## config.mk

```make
export PLATFORM = sky130hd
export DESIGN_NAME = trivial_mips
export DESIGN_NICKNAME = d
export VERILOG_FILES = /design/src/hdl/isa_pkg.sv /design/src/hdl/pipe_pkg.sv /design/src/hdl/reg_file.sv /design/src/hdl/fetch_stage.sv /design/src/hdl/decode_stage.sv /design/src/hdl/execute_stage.sv /design/src/hdl/mem_stage.sv /design/src/hdl/trivial_mips.sv
export VERILOG_INCLUDE_DIRS = /design/src /design/src/hdl
export SDC_FILE = /design/constraint.sdc
export NUM_CORES = 2
export LEC_CHECK = 0
export ABC_AREA = 0
export BUFFER_PORTS_ARGS = -buffer_cell sky130_fd_sc_hd__clkbuf_2
export CAP_MARGIN = 20
export CORE_ASPECT_RATIO = 0.6
export CORE_UTILIZATION = 60
export DETAILED_ROUTE_END_ITERATION = 7
export PLACE_DENSITY_LB_ADDON = 0.12
export SLEW_MARGIN = 20
export SYNTH_ARGS = -nofsm -noshare
export SYNTH_HDL_FRONTEND = slang
export SYNTH_SLANG_ARGS = --single-unit
export TNS_END_PERCENT = 1
```

## constraint.sdc

```tcl
create_clock -name clk -period 13.8 [get_ports clk]
set_input_delay 2.07 -clock clk [delete_from_list [all_inputs] [get_ports clk]]
set_output_delay 2.07 -clock clk [all_outputs]
set_load 0.01 [all_outputs]
```

## src/hdl/mips_cfg.svh

```systemverilog
`ifndef MIPS_CFG_SVH
`define MIPS_CFG_SVH

// Datapath word width
`define MIPS_XLEN 32

// General purpose registers, r0 reads as zero
`define MIPS_NREGS 32

// Address of the first fetch after reset
`define MIPS_RESET_PC 32'h0000_0000

`endif

```

## src/hdl/isa_pkg.sv

```systemverilog
package isa_pkg;

	// Register format
	typedef struct packed {
		logic [5:0] opcode;
		logic [4:0] rs;
		logic [4:0] rt;
		logic [4:0] rd;
		logic [4:0] shamt;
		logic [5:0] funct;
	} r_fmt_t;

	// Immediate format
	typedef struct packed {
		logic [5:0]  opcode;
		logic [4:0]  rs;
		logic [4:0]  rt;
		logic [15:0] imm;
	} i_fmt_t;

	// One instruction word, two views of the same bits
	typedef union packed {
		r_fmt_t r;
		i_fmt_t i;
	} inst_t;

	localparam logic [5:0] OP_SPECIAL = 6'h00;
	localparam logic [5:0] OP_J       = 6'h02;
	localparam logic [5:0] OP_BEQ     = 6'h04;
	localparam logic [5:0] OP_BNE     = 6'h05;
	localparam logic [5:0] OP_ADDIU   = 6'h09;
	localparam logic [5:0] OP_ORI     = 6'h0d;
	localparam logic [5:0] OP_LUI     = 6'h0f;
	localparam logic [5:0] OP_LW      = 6'h23;
	localparam logic [5:0] OP_SW      = 6'h2b;

	// SPECIAL funct field
	localparam logic [5:0] FN_SLL  = 6'h00;
	localparam logic [5:0] FN_ADDU = 6'h21;
	localparam logic [5:0] FN_SUBU = 6'h23;
	localparam logic [5:0] FN_AND  = 6'h24;
	localparam logic [5:0] FN_OR   = 6'h25;
	localparam logic [5:0] FN_XOR  = 6'h26;
	localparam logic [5:0] FN_SLT  = 6'h2a;

endpackage

```

## src/hdl/pipe_pkg.sv

```systemverilog
package pipe_pkg;

	// ALU operations, decode to execute
	localparam logic [3:0] ALU_ADD = 4'd0;
	localparam logic [3:0] ALU_SUB = 4'd1;
	localparam logic [3:0] ALU_AND = 4'd2;
	localparam logic [3:0] ALU_OR  = 4'd3;
	localparam logic [3:0] ALU_XOR = 4'd4;
	localparam logic [3:0] ALU_SLT = 4'd5;
	localparam logic [3:0] ALU_SLL = 4'd6;
	localparam logic [3:0] ALU_LUI = 4'd7;

	// Data memory access, carried through to mem
	localparam logic [1:0] MEM_NONE  = 2'd0;
	localparam logic [1:0] MEM_LOAD  = 2'd1;
	localparam logic [1:0] MEM_STORE = 2'd2;

endpackage

```

## src/hdl/reg_file.sv

```systemverilog
`include "mips_cfg.svh"

module reg_file (
	input  logic                  clk,
	input  logic                  arst_n,
	input  logic                  we,
	input  logic [4:0]            waddr,
	input  logic [`MIPS_XLEN-1:0] wdata,
	input  logic [4:0]            raddr1,
	input  logic [4:0]            raddr2,
	output logic [`MIPS_XLEN-1:0] rdata1,
	output logic [`MIPS_XLEN-1:0] rdata2
);

	logic [`MIPS_XLEN-1:0] regs [`MIPS_NREGS];

	always_ff @(posedge clk) begin
		if (we && waddr != 5'd0)
			regs[waddr] <= wdata;
	end

	// Write-back data goes straight through to a same-cycle read
	always_comb begin
		if (raddr1 == 5'd0)
			rdata1 = '0;
		else if (we && waddr == raddr1)
			rdata1 = wdata;
		else
			rdata1 = regs[raddr1];
		if (raddr2 == 5'd0)
			rdata2 = '0;
		else if (we && waddr == raddr2)
			rdata2 = wdata;
		else
			rdata2 = regs[raddr2];
	end

	a_waddr_known: assert property (@(posedge clk) disable iff (!arst_n)
		we |-> !$isunknown(waddr));

endmodule

```

## src/hdl/fetch_stage.sv

```systemverilog
`include "mips_cfg.svh"

module fetch_stage (
	input  logic                  clk,
	input  logic                  arst_n,
	input  logic                  stall,
	input  logic                  branch_taken,
	input  logic [`MIPS_XLEN-1:0] branch_target,
	input  logic [`MIPS_XLEN-1:0] imem_data,
	output logic [`MIPS_XLEN-1:0] imem_addr,
	output logic [`MIPS_XLEN-1:0] id_pc,
	output isa_pkg::inst_t        id_inst
);

	logic [`MIPS_XLEN-1:0] pc;

	assign imem_addr = pc;

	// Redirect lands after the delay slot, which is already in fetch
	always_ff @(posedge clk or negedge arst_n) begin
		if (!arst_n)
			pc <= `MIPS_RESET_PC;
		else if (!stall) begin
			if (branch_taken)
				pc <= branch_target;
			else
				pc <= pc + `MIPS_XLEN'd4;
		end
	end

	// IF/ID, an all-zero word decodes as a nop
	always_ff @(posedge clk or negedge arst_n) begin
		if (!arst_n) begin
			id_pc   <= `MIPS_RESET_PC;
			id_inst <= '0;
		end else if (!stall) begin
			id_pc   <= pc;
			id_inst <= imem_data;
		end
	end

	a_pc_aligned: assert property (@(posedge clk) disable iff (!arst_n)
		imem_addr[1:0] == 2'b00);

endmodule

```

## src/hdl/decode_stage.sv

```systemverilog
`include "mips_cfg.svh"

module decode_stage (
	input  logic                  clk,
	input  logic                  arst_n,
	input  logic [`MIPS_XLEN-1:0] id_pc,
	input  isa_pkg::inst_t        id_inst,
	input  logic [`MIPS_XLEN-1:0] rdata1,
	input  logic [`MIPS_XLEN-1:0] rdata2,
	input  logic [`MIPS_XLEN-1:0] ex_result,
	input  logic                  ex_is_load,
	input  logic                  mem_we,
	input  logic [4:0]            mem_waddr,
	input  logic [`MIPS_XLEN-1:0] mem_result,
	output logic [4:0]            raddr1,
	output logic [4:0]            raddr2,
	output logic                  stall,
	output logic                  branch_taken,
	output logic [`MIPS_XLEN-1:0] branch_target,
	output logic [3:0]            ex_alu_op,
	output logic [`MIPS_XLEN-1:0] ex_a,
	output logic [`MIPS_XLEN-1:0] ex_b,
	output logic [`MIPS_XLEN-1:0] ex_store_data,
	output logic [1:0]            ex_mem_kind,
	output logic                  ex_we,
	output logic [4:0]            ex_waddr
);

	logic [5:0]            opcode;
	logic [4:0]            rs;
	logic [4:0]            rt;
	logic [`MIPS_XLEN-1:0] imm_sext;
	logic [`MIPS_XLEN-1:0] imm_zext;
	logic [`MIPS_XLEN-1:0] pc_plus4;
	logic [`MIPS_XLEN-1:0] op_rs;
	logic [`MIPS_XLEN-1:0] op_rt;
	logic                  use_rs;
	logic                  use_rt;
	logic                  take;
	logic [3:0]            alu_op;
	logic [`MIPS_XLEN-1:0] a;
	logic [`MIPS_XLEN-1:0] b;
	logic [1:0]            mem_kind;
	logic                  we;
	logic [4:0]            waddr;

	assign opcode   = id_inst.r.opcode;
	assign rs       = id_inst.i.rs;
	assign rt       = id_inst.i.rt;
	assign raddr1   = rs;
	assign raddr2   = rt;
	assign imm_sext = {{(`MIPS_XLEN-16){id_inst.i.imm[15]}}, id_inst.i.imm};
	assign imm_zext = {{(`MIPS_XLEN-16){1'b0}}, id_inst.i.imm};
	assign pc_plus4 = id_pc + `MIPS_XLEN'd4;

	// EX wins over MEM over the register file
	assign op_rs = (ex_we && ex_waddr == rs) ? ex_result :
		(mem_we && mem_waddr == rs) ? mem_result : rdata1;
	assign op_rt = (ex_we && ex_waddr == rt) ? ex_result :
		(mem_we && mem_waddr == rt) ? mem_result : rdata2;

	always_comb begin
		alu_op   = pipe_pkg::ALU_ADD;
		a        = op_rs;
		b        = op_rt;
		mem_kind = pipe_pkg::MEM_NONE;
		we       = 1'b0;
		waddr    = rt;
		use_rs   = 1'b0;
		use_rt   = 1'b0;
		take     = 1'b0;
		case (opcode)
			isa_pkg::OP_SPECIAL: begin
				waddr  = id_inst.r.rd;
				we     = 1'b1;
				use_rs = 1'b1;
				use_rt = 1'b1;
				case (id_inst.r.funct)
					isa_pkg::FN_ADDU: alu_op = pipe_pkg::ALU_ADD;
					isa_pkg::FN_SUBU: alu_op = pipe_pkg::ALU_SUB;
					isa_pkg::FN_AND:  alu_op = pipe_pkg::ALU_AND;
					isa_pkg::FN_OR:   alu_op = pipe_pkg::ALU_OR;
					isa_pkg::FN_XOR:  alu_op = pipe_pkg::ALU_XOR;
					isa_pkg::FN_SLT:  alu_op = pipe_pkg::ALU_SLT;
					isa_pkg::FN_SLL: begin
						alu_op = pipe_pkg::ALU_SLL;
						a      = op_rt;
						b      = {{(`MIPS_XLEN-5){1'b0}}, id_inst.r.shamt};
						use_rs = 1'b0;
					end
					default: begin
						we     = 1'b0;
						use_rs = 1'b0;
						use_rt = 1'b0;
					end
				endcase
			end
			isa_pkg::OP_ADDIU: begin
				b      = imm_sext;
				we     = 1'b1;
				use_rs = 1'b1;
			end
			isa_pkg::OP_ORI: begin
				alu_op = pipe_pkg::ALU_OR;
				b      = imm_zext;
				we     = 1'b1;
				use_rs = 1'b1;
			end
			isa_pkg::OP_LUI: begin
				alu_op = pipe_pkg::ALU_LUI;
				b      = imm_zext;
				we     = 1'b1;
			end
			isa_pkg::OP_LW: begin
				b        = imm_sext;
				mem_kind = pipe_pkg::MEM_LOAD;
				we       = 1'b1;
				use_rs   = 1'b1;
			end
			isa_pkg::OP_SW: begin
				b        = imm_sext;
				mem_kind = pipe_pkg::MEM_STORE;
				use_rs   = 1'b1;
				use_rt   = 1'b1;
			end
			isa_pkg::OP_BEQ: begin
				use_rs = 1'b1;
				use_rt = 1'b1;
				take   = (op_rs == op_rt);
			end
			isa_pkg::OP_BNE: begin
				use_rs = 1'b1;
				use_rt = 1'b1;
				take   = (op_rs != op_rt);
			end
			isa_pkg::OP_J: take = 1'b1;
			default: ;
		endcase
	end

	// Jump keeps the upper bits of the delay slot address
	assign branch_target = (opcode == isa_pkg::OP_J) ?
		{pc_plus4[`MIPS_XLEN-1:28], id_inst[25:0], 2'b00} :
		pc_plus4 + {imm_sext[`MIPS_XLEN-3:0], 2'b00};

	// Load result is not ready until MEM
	assign stall = ex_is_load && ex_we &&
		((use_rs && ex_waddr == rs) || (use_rt && ex_waddr == rt));
	assign branch_taken = take && !stall;

	always_ff @(posedge clk or negedge arst_n) begin
		if (!arst_n) begin
			ex_we       <= 1'b0;
			ex_mem_kind <= pipe_pkg::MEM_NONE;
		end else if (stall) begin
			ex_we       <= 1'b0;
			ex_mem_kind <= pipe_pkg::MEM_NONE;
		end else begin
			ex_we       <= we && waddr != 5'd0;
			ex_mem_kind <= mem_kind;
		end
	end

	always_ff @(posedge clk) begin
		ex_alu_op     <= alu_op;
		ex_a          <= a;
		ex_b          <= b;
		ex_store_data <= op_rt;
		ex_waddr      <= waddr;
	end

	// Fetch acts on both every cycle
	a_redirect_known: assert property (@(posedge clk) disable iff (!arst_n)
		!$isunknown({stall, branch_taken}));

endmodule

```

## src/hdl/execute_stage.sv

```systemverilog
`include "mips_cfg.svh"

module execute_stage (
	input  logic                  clk,
	input  logic                  arst_n,
	input  logic [3:0]            alu_op,
	input  logic [`MIPS_XLEN-1:0] a,
	input  logic [`MIPS_XLEN-1:0] b,
	input  logic [`MIPS_XLEN-1:0] store_data,
	input  logic [1:0]            mem_kind,
	input  logic                  we,
	input  logic [4:0]            waddr,
	output logic [`MIPS_XLEN-1:0] result,
	output logic                  is_load,
	output logic [`MIPS_XLEN-1:0] mem_addr,
	output logic [`MIPS_XLEN-1:0] mem_store_data,
	output logic [1:0]            mem_kind_q,
	output logic                  mem_we,
	output logic [4:0]            mem_waddr
);

	logic slt;

	assign slt     = $signed(a) < $signed(b);
	assign is_load = (mem_kind == pipe_pkg::MEM_LOAD);

	// Loads and stores use ALU_ADD for base plus offset
	always_comb begin
		case (alu_op)
			pipe_pkg::ALU_ADD: result = a + b;
			pipe_pkg::ALU_SUB: result = a - b;
			pipe_pkg::ALU_AND: result = a & b;
			pipe_pkg::ALU_OR:  result = a | b;
			pipe_pkg::ALU_XOR: result = a ^ b;
			pipe_pkg::ALU_SLT: result = {{(`MIPS_XLEN-1){1'b0}}, slt};
			pipe_pkg::ALU_SLL: result = a << b[4:0];
			pipe_pkg::ALU_LUI: result = {b[15:0], {(`MIPS_XLEN-16){1'b0}}};
			default:           result = a + b;
		endcase
	end

	always_ff @(posedge clk or negedge arst_n) begin
		if (!arst_n) begin
			mem_we     <= 1'b0;
			mem_kind_q <= pipe_pkg::MEM_NONE;
		end else begin
			mem_we     <= we;
			mem_kind_q <= mem_kind;
		end
	end

	always_ff @(posedge clk) begin
		mem_addr       <= result;
		mem_store_data <= store_data;
		mem_waddr      <= waddr;
	end

endmodule

```

## src/hdl/mem_stage.sv

```systemverilog
`include "mips_cfg.svh"

module mem_stage (
	input  logic                  clk,
	input  logic                  arst_n,
	input  logic [`MIPS_XLEN-1:0] addr,
	input  logic [`MIPS_XLEN-1:0] store_data,
	input  logic [1:0]            kind,
	input  logic                  we,
	input  logic [4:0]            waddr,
	input  logic [`MIPS_XLEN-1:0] dmem_rdata,
	output logic [`MIPS_XLEN-1:0] dmem_addr,
	output logic [`MIPS_XLEN-1:0] dmem_wdata,
	output logic                  dmem_we,
	output logic                  dmem_re,
	output logic [`MIPS_XLEN-1:0] fwd_result,
	output logic                  wb_we,
	output logic [4:0]            wb_waddr,
	output logic [`MIPS_XLEN-1:0] wb_wdata
);

	assign dmem_addr  = addr;
	assign dmem_wdata = store_data;
	assign dmem_we    = (kind == pipe_pkg::MEM_STORE);
	assign dmem_re    = (kind == pipe_pkg::MEM_LOAD);

	// Read data returns within the cycle
	assign fwd_result = dmem_re ? dmem_rdata : addr;

	always_ff @(posedge clk or negedge arst_n) begin
		if (!arst_n)
			wb_we <= 1'b0;
		else
			wb_we <= we;
	end

	always_ff @(posedge clk) begin
		wb_waddr <= waddr;
		wb_wdata <= fwd_result;
	end

	// Word accesses only
	a_access_aligned: assert property (@(posedge clk) disable iff (!arst_n)
		(dmem_we || dmem_re) |-> dmem_addr[1:0] == 2'b00);

endmodule

```

## src/hdl/trivial_mips.sv

```systemverilog
`include "mips_cfg.svh"

module trivial_mips (
	input  logic                  clk,
	input  logic                  arst_n,
	input  logic [`MIPS_XLEN-1:0] imem_data,
	input  logic [`MIPS_XLEN-1:0] dmem_rdata,
	output logic [`MIPS_XLEN-1:0] imem_addr,
	output logic [`MIPS_XLEN-1:0] dmem_addr,
	output logic [`MIPS_XLEN-1:0] dmem_wdata,
	output logic                  dmem_we,
	output logic                  dmem_re,
	output logic                  wb_we,
	output logic [4:0]            wb_waddr,
	output logic [`MIPS_XLEN-1:0] wb_wdata
);

	logic [4:0]            raddr1;
	logic [4:0]            raddr2;
	logic [`MIPS_XLEN-1:0] rdata1;
	logic [`MIPS_XLEN-1:0] rdata2;

	logic                  stall;
	logic                  branch_taken;
	logic [`MIPS_XLEN-1:0] branch_target;
	logic [`MIPS_XLEN-1:0] id_pc;
	isa_pkg::inst_t        id_inst;

	logic [3:0]            ex_alu_op;
	logic [`MIPS_XLEN-1:0] ex_a;
	logic [`MIPS_XLEN-1:0] ex_b;
	logic [`MIPS_XLEN-1:0] ex_store_data;
	logic [1:0]            ex_mem_kind;
	logic                  ex_we;
	logic [4:0]            ex_waddr;
	logic [`MIPS_XLEN-1:0] ex_result;
	logic                  ex_is_load;

	logic [`MIPS_XLEN-1:0] mem_addr;
	logic [`MIPS_XLEN-1:0] mem_store_data;
	logic [1:0]            mem_kind;
	logic                  mem_we;
	logic [4:0]            mem_waddr;
	logic [`MIPS_XLEN-1:0] mem_result;

	// WB writes the register file and the trace port together
	reg_file i_reg_file (
		.clk, .arst_n,
		.we(wb_we), .waddr(wb_waddr), .wdata(wb_wdata),
		.raddr1, .raddr2, .rdata1, .rdata2
	);

	fetch_stage i_fetch_stage (
		.clk, .arst_n, .stall, .branch_taken, .branch_target,
		.imem_data, .imem_addr, .id_pc, .id_inst
	);

	decode_stage i_decode_stage (
		.clk, .arst_n, .id_pc, .id_inst, .rdata1, .rdata2,
		.ex_result, .ex_is_load, .mem_we, .mem_waddr, .mem_result,
		.raddr1, .raddr2, .stall, .branch_taken, .branch_target,
		.ex_alu_op, .ex_a, .ex_b, .ex_store_data, .ex_mem_kind, .ex_we, .ex_waddr
	);

	execute_stage i_execute_stage (
		.clk, .arst_n,
		.alu_op(ex_alu_op), .a(ex_a), .b(ex_b), .store_data(ex_store_data),
		.mem_kind(ex_mem_kind), .we(ex_we), .waddr(ex_waddr),
		.result(ex_result), .is_load(ex_is_load),
		.mem_addr, .mem_store_data, .mem_kind_q(mem_kind), .mem_we, .mem_waddr
	);

	mem_stage i_mem_stage (
		.clk, .arst_n,
		.addr(mem_addr), .store_data(mem_store_data), .kind(mem_kind),
		.we(mem_we), .waddr(mem_waddr), .dmem_rdata,
		.dmem_addr, .dmem_wdata, .dmem_we, .dmem_re,
		.fwd_result(mem_result), .wb_we, .wb_waddr, .wb_wdata
	);

endmodule

```

**Word-level counts from Yosys, hierarchy flattened**

Memory sizes are Yosys's and may differ from the RTL's.
Index checks and enable logic that the tools add are counted.

- Register bits: 314
- Memory bits (writable): 1,024
- Memories: 1

Memory list:

| memory | words | bits a word | read ports | clocked after memory_dff | write ports | RTL line | source |
|---|---|---|---|---|---|---|---|
| i_reg_file.regs | 32 | 32 | 2 | 0 | 1 | reg_file.sv:15 | `` logic [`MIPS_XLEN-1:0] regs [`MIPS_NREGS]; `` |

- $add $sub $neg: 5
- Order comparisons: 1
- Equal/unequal tests: 32
- Shift-type cells: 1
- Muxes and demuxes: 30
- Bitwise operators: 3
- Reductions and logical operators: 28

Operator list:

| operator | number |
|---|---|
| 32-bit two-way mux | 14 |
| 32-bit one-hot mux with 7 select lines | 1 |
| 32-bit one-hot mux with 3 select lines | 1 |
| 32-bit by 3-bit adder with 32-bit output (second input constant) | 2 |
| 32-bit adder | 2 |
| 6-bit == test (second input constant) | 8 |
| 32-bit AND | 1 |
| 32-bit == test | 1 |
| 32-bit less-than comparator | 1 |
| 32-bit != test | 1 |
| 32-bit OR | 1 |
| 32-bit by 5-bit left shift with 32-bit output | 1 |
| 32-bit subtractor | 1 |
| 32-bit XOR | 1 |
| 5-bit == test | 6 |
| 6-bit by 4-bit == test with 1-bit output (second input constant) | 3 |
| 3-bit one-hot mux with 6 select lines | 1 |
| 4-bit by 3-bit == test with 1-bit output (second input constant) | 4 |
| 1-bit logical AND | 13 |
| 6-bit by 3-bit == test with 1-bit output (second input constant) | 2 |
| 6-bit zero test | 2 |
| 4-bit one-hot mux with 3 select lines | 1 |
| 6-bit OR reduction | 2 |
| 5-bit zero test | 2 |
| other kinds (18) | 28 |

**Longest topological paths before layout**

- Depth in word-level cells: 10
- Mapped depth: 26

**Cells and area by module**

A second synthesis with hierarchy kept.

- Cells, all modules: 5,212
- Area, all modules: 70,468.8 um^2

Modules (own cells, without submodules):

| module | instances | cells each | area each (um^2) | seq. area each (um^2) |
|---|---|---|---|---|
| reg_file | 1 | 2,520 | 47,869.7 | 30,749.5 |
| execute_stage | 1 | 1,088 | 8,406.8 | 1,456.4 |
| decode_stage | 1 | 1,084 | 8,017.7 | 2,157.1 |
| fetch_stage | 1 | 380 | 4,365.4 | 2,402.3 |
| mem_stage | 1 | 140 | 1,809.2 | 765.7 |

**Least setup slack after synthesis**

OpenSTA, ideal clock, no wires.

- Kind: reg-to-reg
- Start: register i_decode_stage.ex_b[2]
- End: register i_fetch_stage.pc[23] (netlist: i_fetch_stage.imem_addr[23])
- Setup time: 120 ps
- Data arrival time: 5,645 ps
- Data required time: 13,680 ps
- Path slack: 8,035 ps
- Stages on the path, launching flop included: 22
- Clock period less this slack: 5,765 ps
- Cell sequence: dfxtp_1 buf_2 inv_1 clkbuf_1 clkbuf_1 ha_1 a211oi_2 o21ai_1 a31oi_1 o211ai_1 a211oi_1 a2111oi_0 a211oi_1 mux2_2 nor4_1 o221ai_1 or4_4 o31a_1 o2111ai_4 nand2_4 or4b_1 o211a_1

- Cells in the longest elaborated chain, start to end: 7
- Elaborated cells on any way between the ends: 15

RTL lines:

| what | RTL line | source |
|---|---|---|
| start, declared | decode_stage.sv:22 | `` output logic [`MIPS_XLEN-1:0] ex_b, `` |
| start signal, assigned | decode_stage.sv:167 | `ex_b <= b;` |
| 32-bit adder (tied with other cells) | execute_stage.sv:30, execute_stage.sv:38 |  |
| 32-bit one-hot mux with 7 select lines (*) | execute_stage.sv:29 | `case (alu_op)` |
| 32-bit two-way mux (on tied branches) | decode_stage.sv:57, decode_stage.sv:59 |  |
| 32-bit != test / 32-bit == test (equally long branches) | decode_stage.sv:134, decode_stage.sv:129 |  |
| 1-bit one-hot mux with 3 select lines (*) | decode_stage.sv:72 | `case (opcode)` |
| 1-bit logical AND (*) | decode_stage.sv:149 | `assign branch_taken = take && !stall;` |
| 32-bit two-way mux (*) | fetch_stage.sv:24 | `if (branch_taken)` |
| end signal, assigned | fetch_stage.sv:22 | `` pc <= `MIPS_RESET_PC; `` |
| end signal, assigned | fetch_stage.sv:25 | `pc <= branch_target;` |
| end signal, assigned | fetch_stage.sv:27 | `` pc <= pc + `MIPS_XLEN'd4; `` |
| end, declared | fetch_stage.sv:15 | `` logic [`MIPS_XLEN-1:0] pc; `` |

Every way passes the cells marked *; elsewhere a longest branch is shown, timed or not.
A chain may end at the register's enable or synchronous reset.

**Worst setup path after layout**

- Start: register i_fetch_stage.id_inst[21] (netlist name)
- End: register i_fetch_stage.pc[23] (netlist: i_fetch_stage.imem_addr[23])

- Cells in the longest elaborated chain, start to end: 10
- Elaborated cells on any way between the ends: 22

RTL lines:

| what | RTL line | source |
|---|---|---|
| start, declared | fetch_stage.sv:12 | `output isa_pkg::inst_t id_inst` |
| start signal, assigned | fetch_stage.sv:38 | `id_inst <= imem_data;` |
| branches (longest 10 deep; another with memory read 32 x 32 bit) | - |  |

Parallel ways; which one is timed is not known.

==> impl_metrics.env <==
export IMPL_outcome="finished clean"
export IMPL_reg2reg_to="i_fetch_stage.imem_addr[23]"
export IMPL_rr_startpoint="i_fetch_stage.id_inst[21]"
export IMPL_worst_hold_slack_ns=0.305
export IMPL_instances_no_fill=7193
export IMPL_slowest_delay_ns=1.05
export IMPL_insertion_delay_ns=0.78
export IMPL_maxSlewHeadroom_pct=10.4
export IMPL_r2r_setup_slack_ns=4.83
export IMPL_fmax_ghz=0.112
export IMPL_place_congestion=1.13
export IMPL_grt_max_degree=104
export IMPL_p_per_area_mw_per_mm2=157
export IMPL_clockPowerShare_pct=28.7
export IMPL_antenna_found_initial=4
export IMPL_critPathLaunchType="flop"
export IMPL_power_frac_comb_pct=27.4
export IMPL_drc_errors=0
export IMPL_rr_worst_depth=17
export IMPL_synth_flop_cell="edfxtp_1"
export IMPL_vias=54100
export IMPL_p_leak_nw=28.0
export IMPL_min_period_ns=8.97
export IMPL_grt_pass1_vias=50900
export IMPL_drt_iter0_markers=9738
export IMPL_cap_violations=0
export IMPL_final_cell_mix="edfxtp_1 (1024), nand2_1 (455), mux4_2 (440)"
export IMPL_cts_tree="yes"
export IMPL_ant_nets=0
export IMPL_hp_class="reg -> reg"
export IMPL_finalSetupViolCount=0
export IMPL_core_area_mm2=0.117
export IMPL_clkTransAtPathRegs_ns=0.08
export IMPL_synth_seq_cells=1337
export IMPL_dpl_hpwl_mm=175
export IMPL_slew_violations=0
export IMPL_tightest_slew_ns=1.33
export IMPL_crit_required_ns=14.47
export IMPL_skew_ns=0.0440
export IMPL_ir_drop_mv=0.138
export IMPL_mostFrequentLayoutCell="edfxtp_1"
export IMPL_drive_above_1_share_pct=21.1
export IMPL_wl_per_cell_um=37.4
export IMPL_synth_area_mm2=0.0715
export IMPL_grt_first_pass_wirelength_mm=379
export IMPL_io_buffers=201
export IMPL_synthArstFlopShare_pct=7.70
export IMPL_holdCritStartpoint="i_decode_stage.ex_store_data[14]"
export IMPL_synth_warnings=0
export IMPL_cts_sinks=1337
export IMPL_critical_path_buf_inv_count=2
export IMPL_path_cells="buf_12 > inv_2 > nand3_1 > o21ai_2 > nor2_1 > nand3_1 > a31oi_1 > o221a_2 > nand4_1 > nor4_1 > nand4_1 > or4_4 > o31a_1 > o2111ai_4 > nand2_4 > or4b_1 > o211a_1"
export IMPL_ys_types=119
export IMPL_io_pins=202
export IMPL_synth_compound_area_share_pct=11.3
export IMPL_die_w_um=448
export IMPL_whs_path_depth=0
export IMPL_area_growth_syn_to_layout_pct=9.02
export IMPL_hold_path_end="i_execute_stage.mem_store_data[14]"
export IMPL_cts_resized_gates=0
export IMPL_setup_tns_ns=0
export IMPL_dp_cells=6965
export IMPL_synthSimpleGateAreaFrac_pct=8.34
export IMPL_p_int_mw=8.01
export IMPL_muxShareOfSynthArea_pct=20.1
export IMPL_synth_edf_count=1024
export IMPL_crit_arrival_ns=9.63
export IMPL_viasPerCell=7.53
export IMPL_clock_path_buffers=3
export IMPL_worst_setup_path_end_kind="flop"
export IMPL_initial_core_util_pct=60.9
export IMPL_synth_xor_xnor_area_share_pct=1.43
export IMPL_path_max_fanout=91
export IMPL_grt_usage_pct=44.4
export IMPL_power_switching_mw=4.22
export IMPL_wl_mm=269
export IMPL_row_count=97
export IMPL_die_y_um=269
export IMPL_post_route_period_util_pct=65.0
export IMPL_slowest_stage="nor2_1"
export IMPL_syn_avg_cell_area_um2=13.3
export IMPL_drt_pre_antenna_iters=7
export IMPL_syn_inst=5391
export IMPL_critPathKind="reg -> reg"
export IMPL_dieArea_mm2=0.121
export IMPL_synth_sequential_area_ratio_pct=52.5
export IMPL_crit_family="simple AND/OR/NAND/NOR gates"
export IMPL_swShare_pct=34.5
export IMPL_overflow=0
export IMPL_critPathLaunch="i_fetch_stage.id_inst[21]"
export IMPL_root_buffer="clkbuf_16"
export IMPL_htreeDepth=3
export IMPL_cts_made_buffers=119
export IMPL_synth_top_family_by_area="multiplexers"
export IMPL_power_frac_seq_pct=43.8
export IMPL_finalHoldViolCount=0
export IMPL_cts_hold_buffers=0
export IMPL_rsz0062_at_grt="false"
export IMPL_synthAdderAreaFrac_pct=2.32
export IMPL_nets=5699
export IMPL_post_cts_setup_buffers=0
power by group through the flow:
stage / clock [mW] / sequential (mW) / combinational [mW]
2_1_floorplan: 0 / 5.57 / 1.67
3_3_place_gp: 0 / 5.41 / 3.16
3_5_place_dp: 0 / 5.42 / 3.18
4_1_cts: 3.51 / 5.34 / 3.20
5_1_grt: 3.66 / 5.38 / 3.48
6_report: 3.51 / 5.36 / 3.35
area by class of cell:
class	count	area [um2]
multi-input combinational	3518	31500
sequential	1337	37600
fill	8522	39500
clock buffer	144	3150
inverter	170	639
tap	1584	1980
antenna	2	5.00
clock inverter	82	892
timing repair buffer	356	2230
flip-flops by register name (all words and copies together), names as in the netlist:
| name | flops |
|---|---|
| i_decode_stage.ex_we | 1 |
| i_decode_stage.ex_mem_kind | 2 |
| i_fetch_stage.id_inst | 32 |
| i_decode_stage.ex_a | 32 |
| i_fetch_stage.imem_addr | 32 |
| i_decode_stage.ex_alu_op | 3 |
| i_fetch_stage.id_pc | 32 |
| i_execute_stage.mem_addr | 32 |
| i_execute_stage.mem_we | 1 |
| i_decode_stage.ex_b | 32 |
| i_mem_stage.wb_we | 1 |
| i_execute_stage.mem_kind_q | 2 |
| i_reg_file.regs | 1024 |
| i_mem_stage.wb_waddr | 5 |
| i_execute_stage.mem_store_data | 32 |
| i_execute_stage.mem_waddr | 5 |
| i_decode_stage.ex_store_data | 32 |
| i_decode_stage.ex_waddr | 5 |
| i_mem_stage.wb_wdata | 32 |
cells in the mapped netlist (48+ instances only):
| master | instances | area [um2] |
|---|---|---|
| nor3_1 | 90 | 450 |
| xor2_1 | 49 | 429 |
| inv_1 | 163 | 612 |
| nand2_1 | 455 | 1710 |
| a211oi_1 | 73 | 548 |
| a22oi_1 | 84 | 631 |
| a21oi_1 | 186 | 931 |
| ha_1 | 128 | 1600 |
| nand3_1 | 124 | 621 |
| mux2_2 | 61 | 687 |
| clkbuf_1 | 175 | 657 |
| o211ai_1 | 62 | 465 |
| a221oi_1 | 93 | 815 |
| dfxtp_1 | 210 | 4200 |
| nor2_1 | 255 | 957 |
| mux4_2 | 440 | 9910 |
| o21ai_0 | 196 | 981 |
| xnor2_1 | 68 | 596 |
| dfrtp_1 | 103 | 2580 |
| edfxtp_1 | 1024 | 30700 |
| and3_1 | 48 | 300 |
| mux2i_1 | 323 | 3230 |
| buf_2 | 89 | 445 |
how the worst max path moves through the flow:
stage	to	slack, ns	depth (start not counted)
floorplan	i_fetch_stage.imem_addr[23]	8.03	21
global placement	i_fetch_stage.imem_addr[23]	5.21	17
detailed placement	i_fetch_stage.imem_addr[23]	5.23	17
CTS	i_fetch_stage.imem_addr[23]	5.20	17
global route	i_fetch_stage.imem_addr[23]	4.79	17
finish	i_fetch_stage.imem_addr[23]	4.83	17
per-stage QoR:
| step | cell area [um2] | util (%) | worst slack [ns] | power (mW) |
|---|---|---|---|---|
| after floorplan | 71700 | - | 8.03 | 7.24 |
| after global placement | 73900 | 62.9 | 5.21 | 8.57 |
| after detailed placement | 73900 | 62.9 | 5.23 | 8.61 |
| after CTS | 78000 | 66.4 | 5.20 | 12.0 |
| after global routing | 78000 | 66.4 | 4.79 | 12.5 |
| final | 78000 | 66.4 | 4.83 | 12.2 |
logic make-up after synthesis:
| family | Yosys count |
|---|---|
| DFF | 1337 |
| and+or+nand+nor | 1251 |
| AOI/OAI and AO/OA | 1140 |
| muxes | 847 |
| buffers and inverters | 567 |
| adders and majority gates | 131 |
| xor gates and xnor gates | 117 |
| other | 1 |
layer usage:
| layer | vias up | wire, um | track usage [%] |
|---|---|---|---|
| li1 | 21600 | - | - |
| met1 | 27000 | 100000 | 63.4 |
| met5 | - | 93 | 1.15 |
| met2 | 4821 | 106000 | 58.0 |
| met4 | 6 | 14400 | 19.3 |
| met3 | 751 | 48000 | 20.0 |
Power figures use the tool's default switching activity.
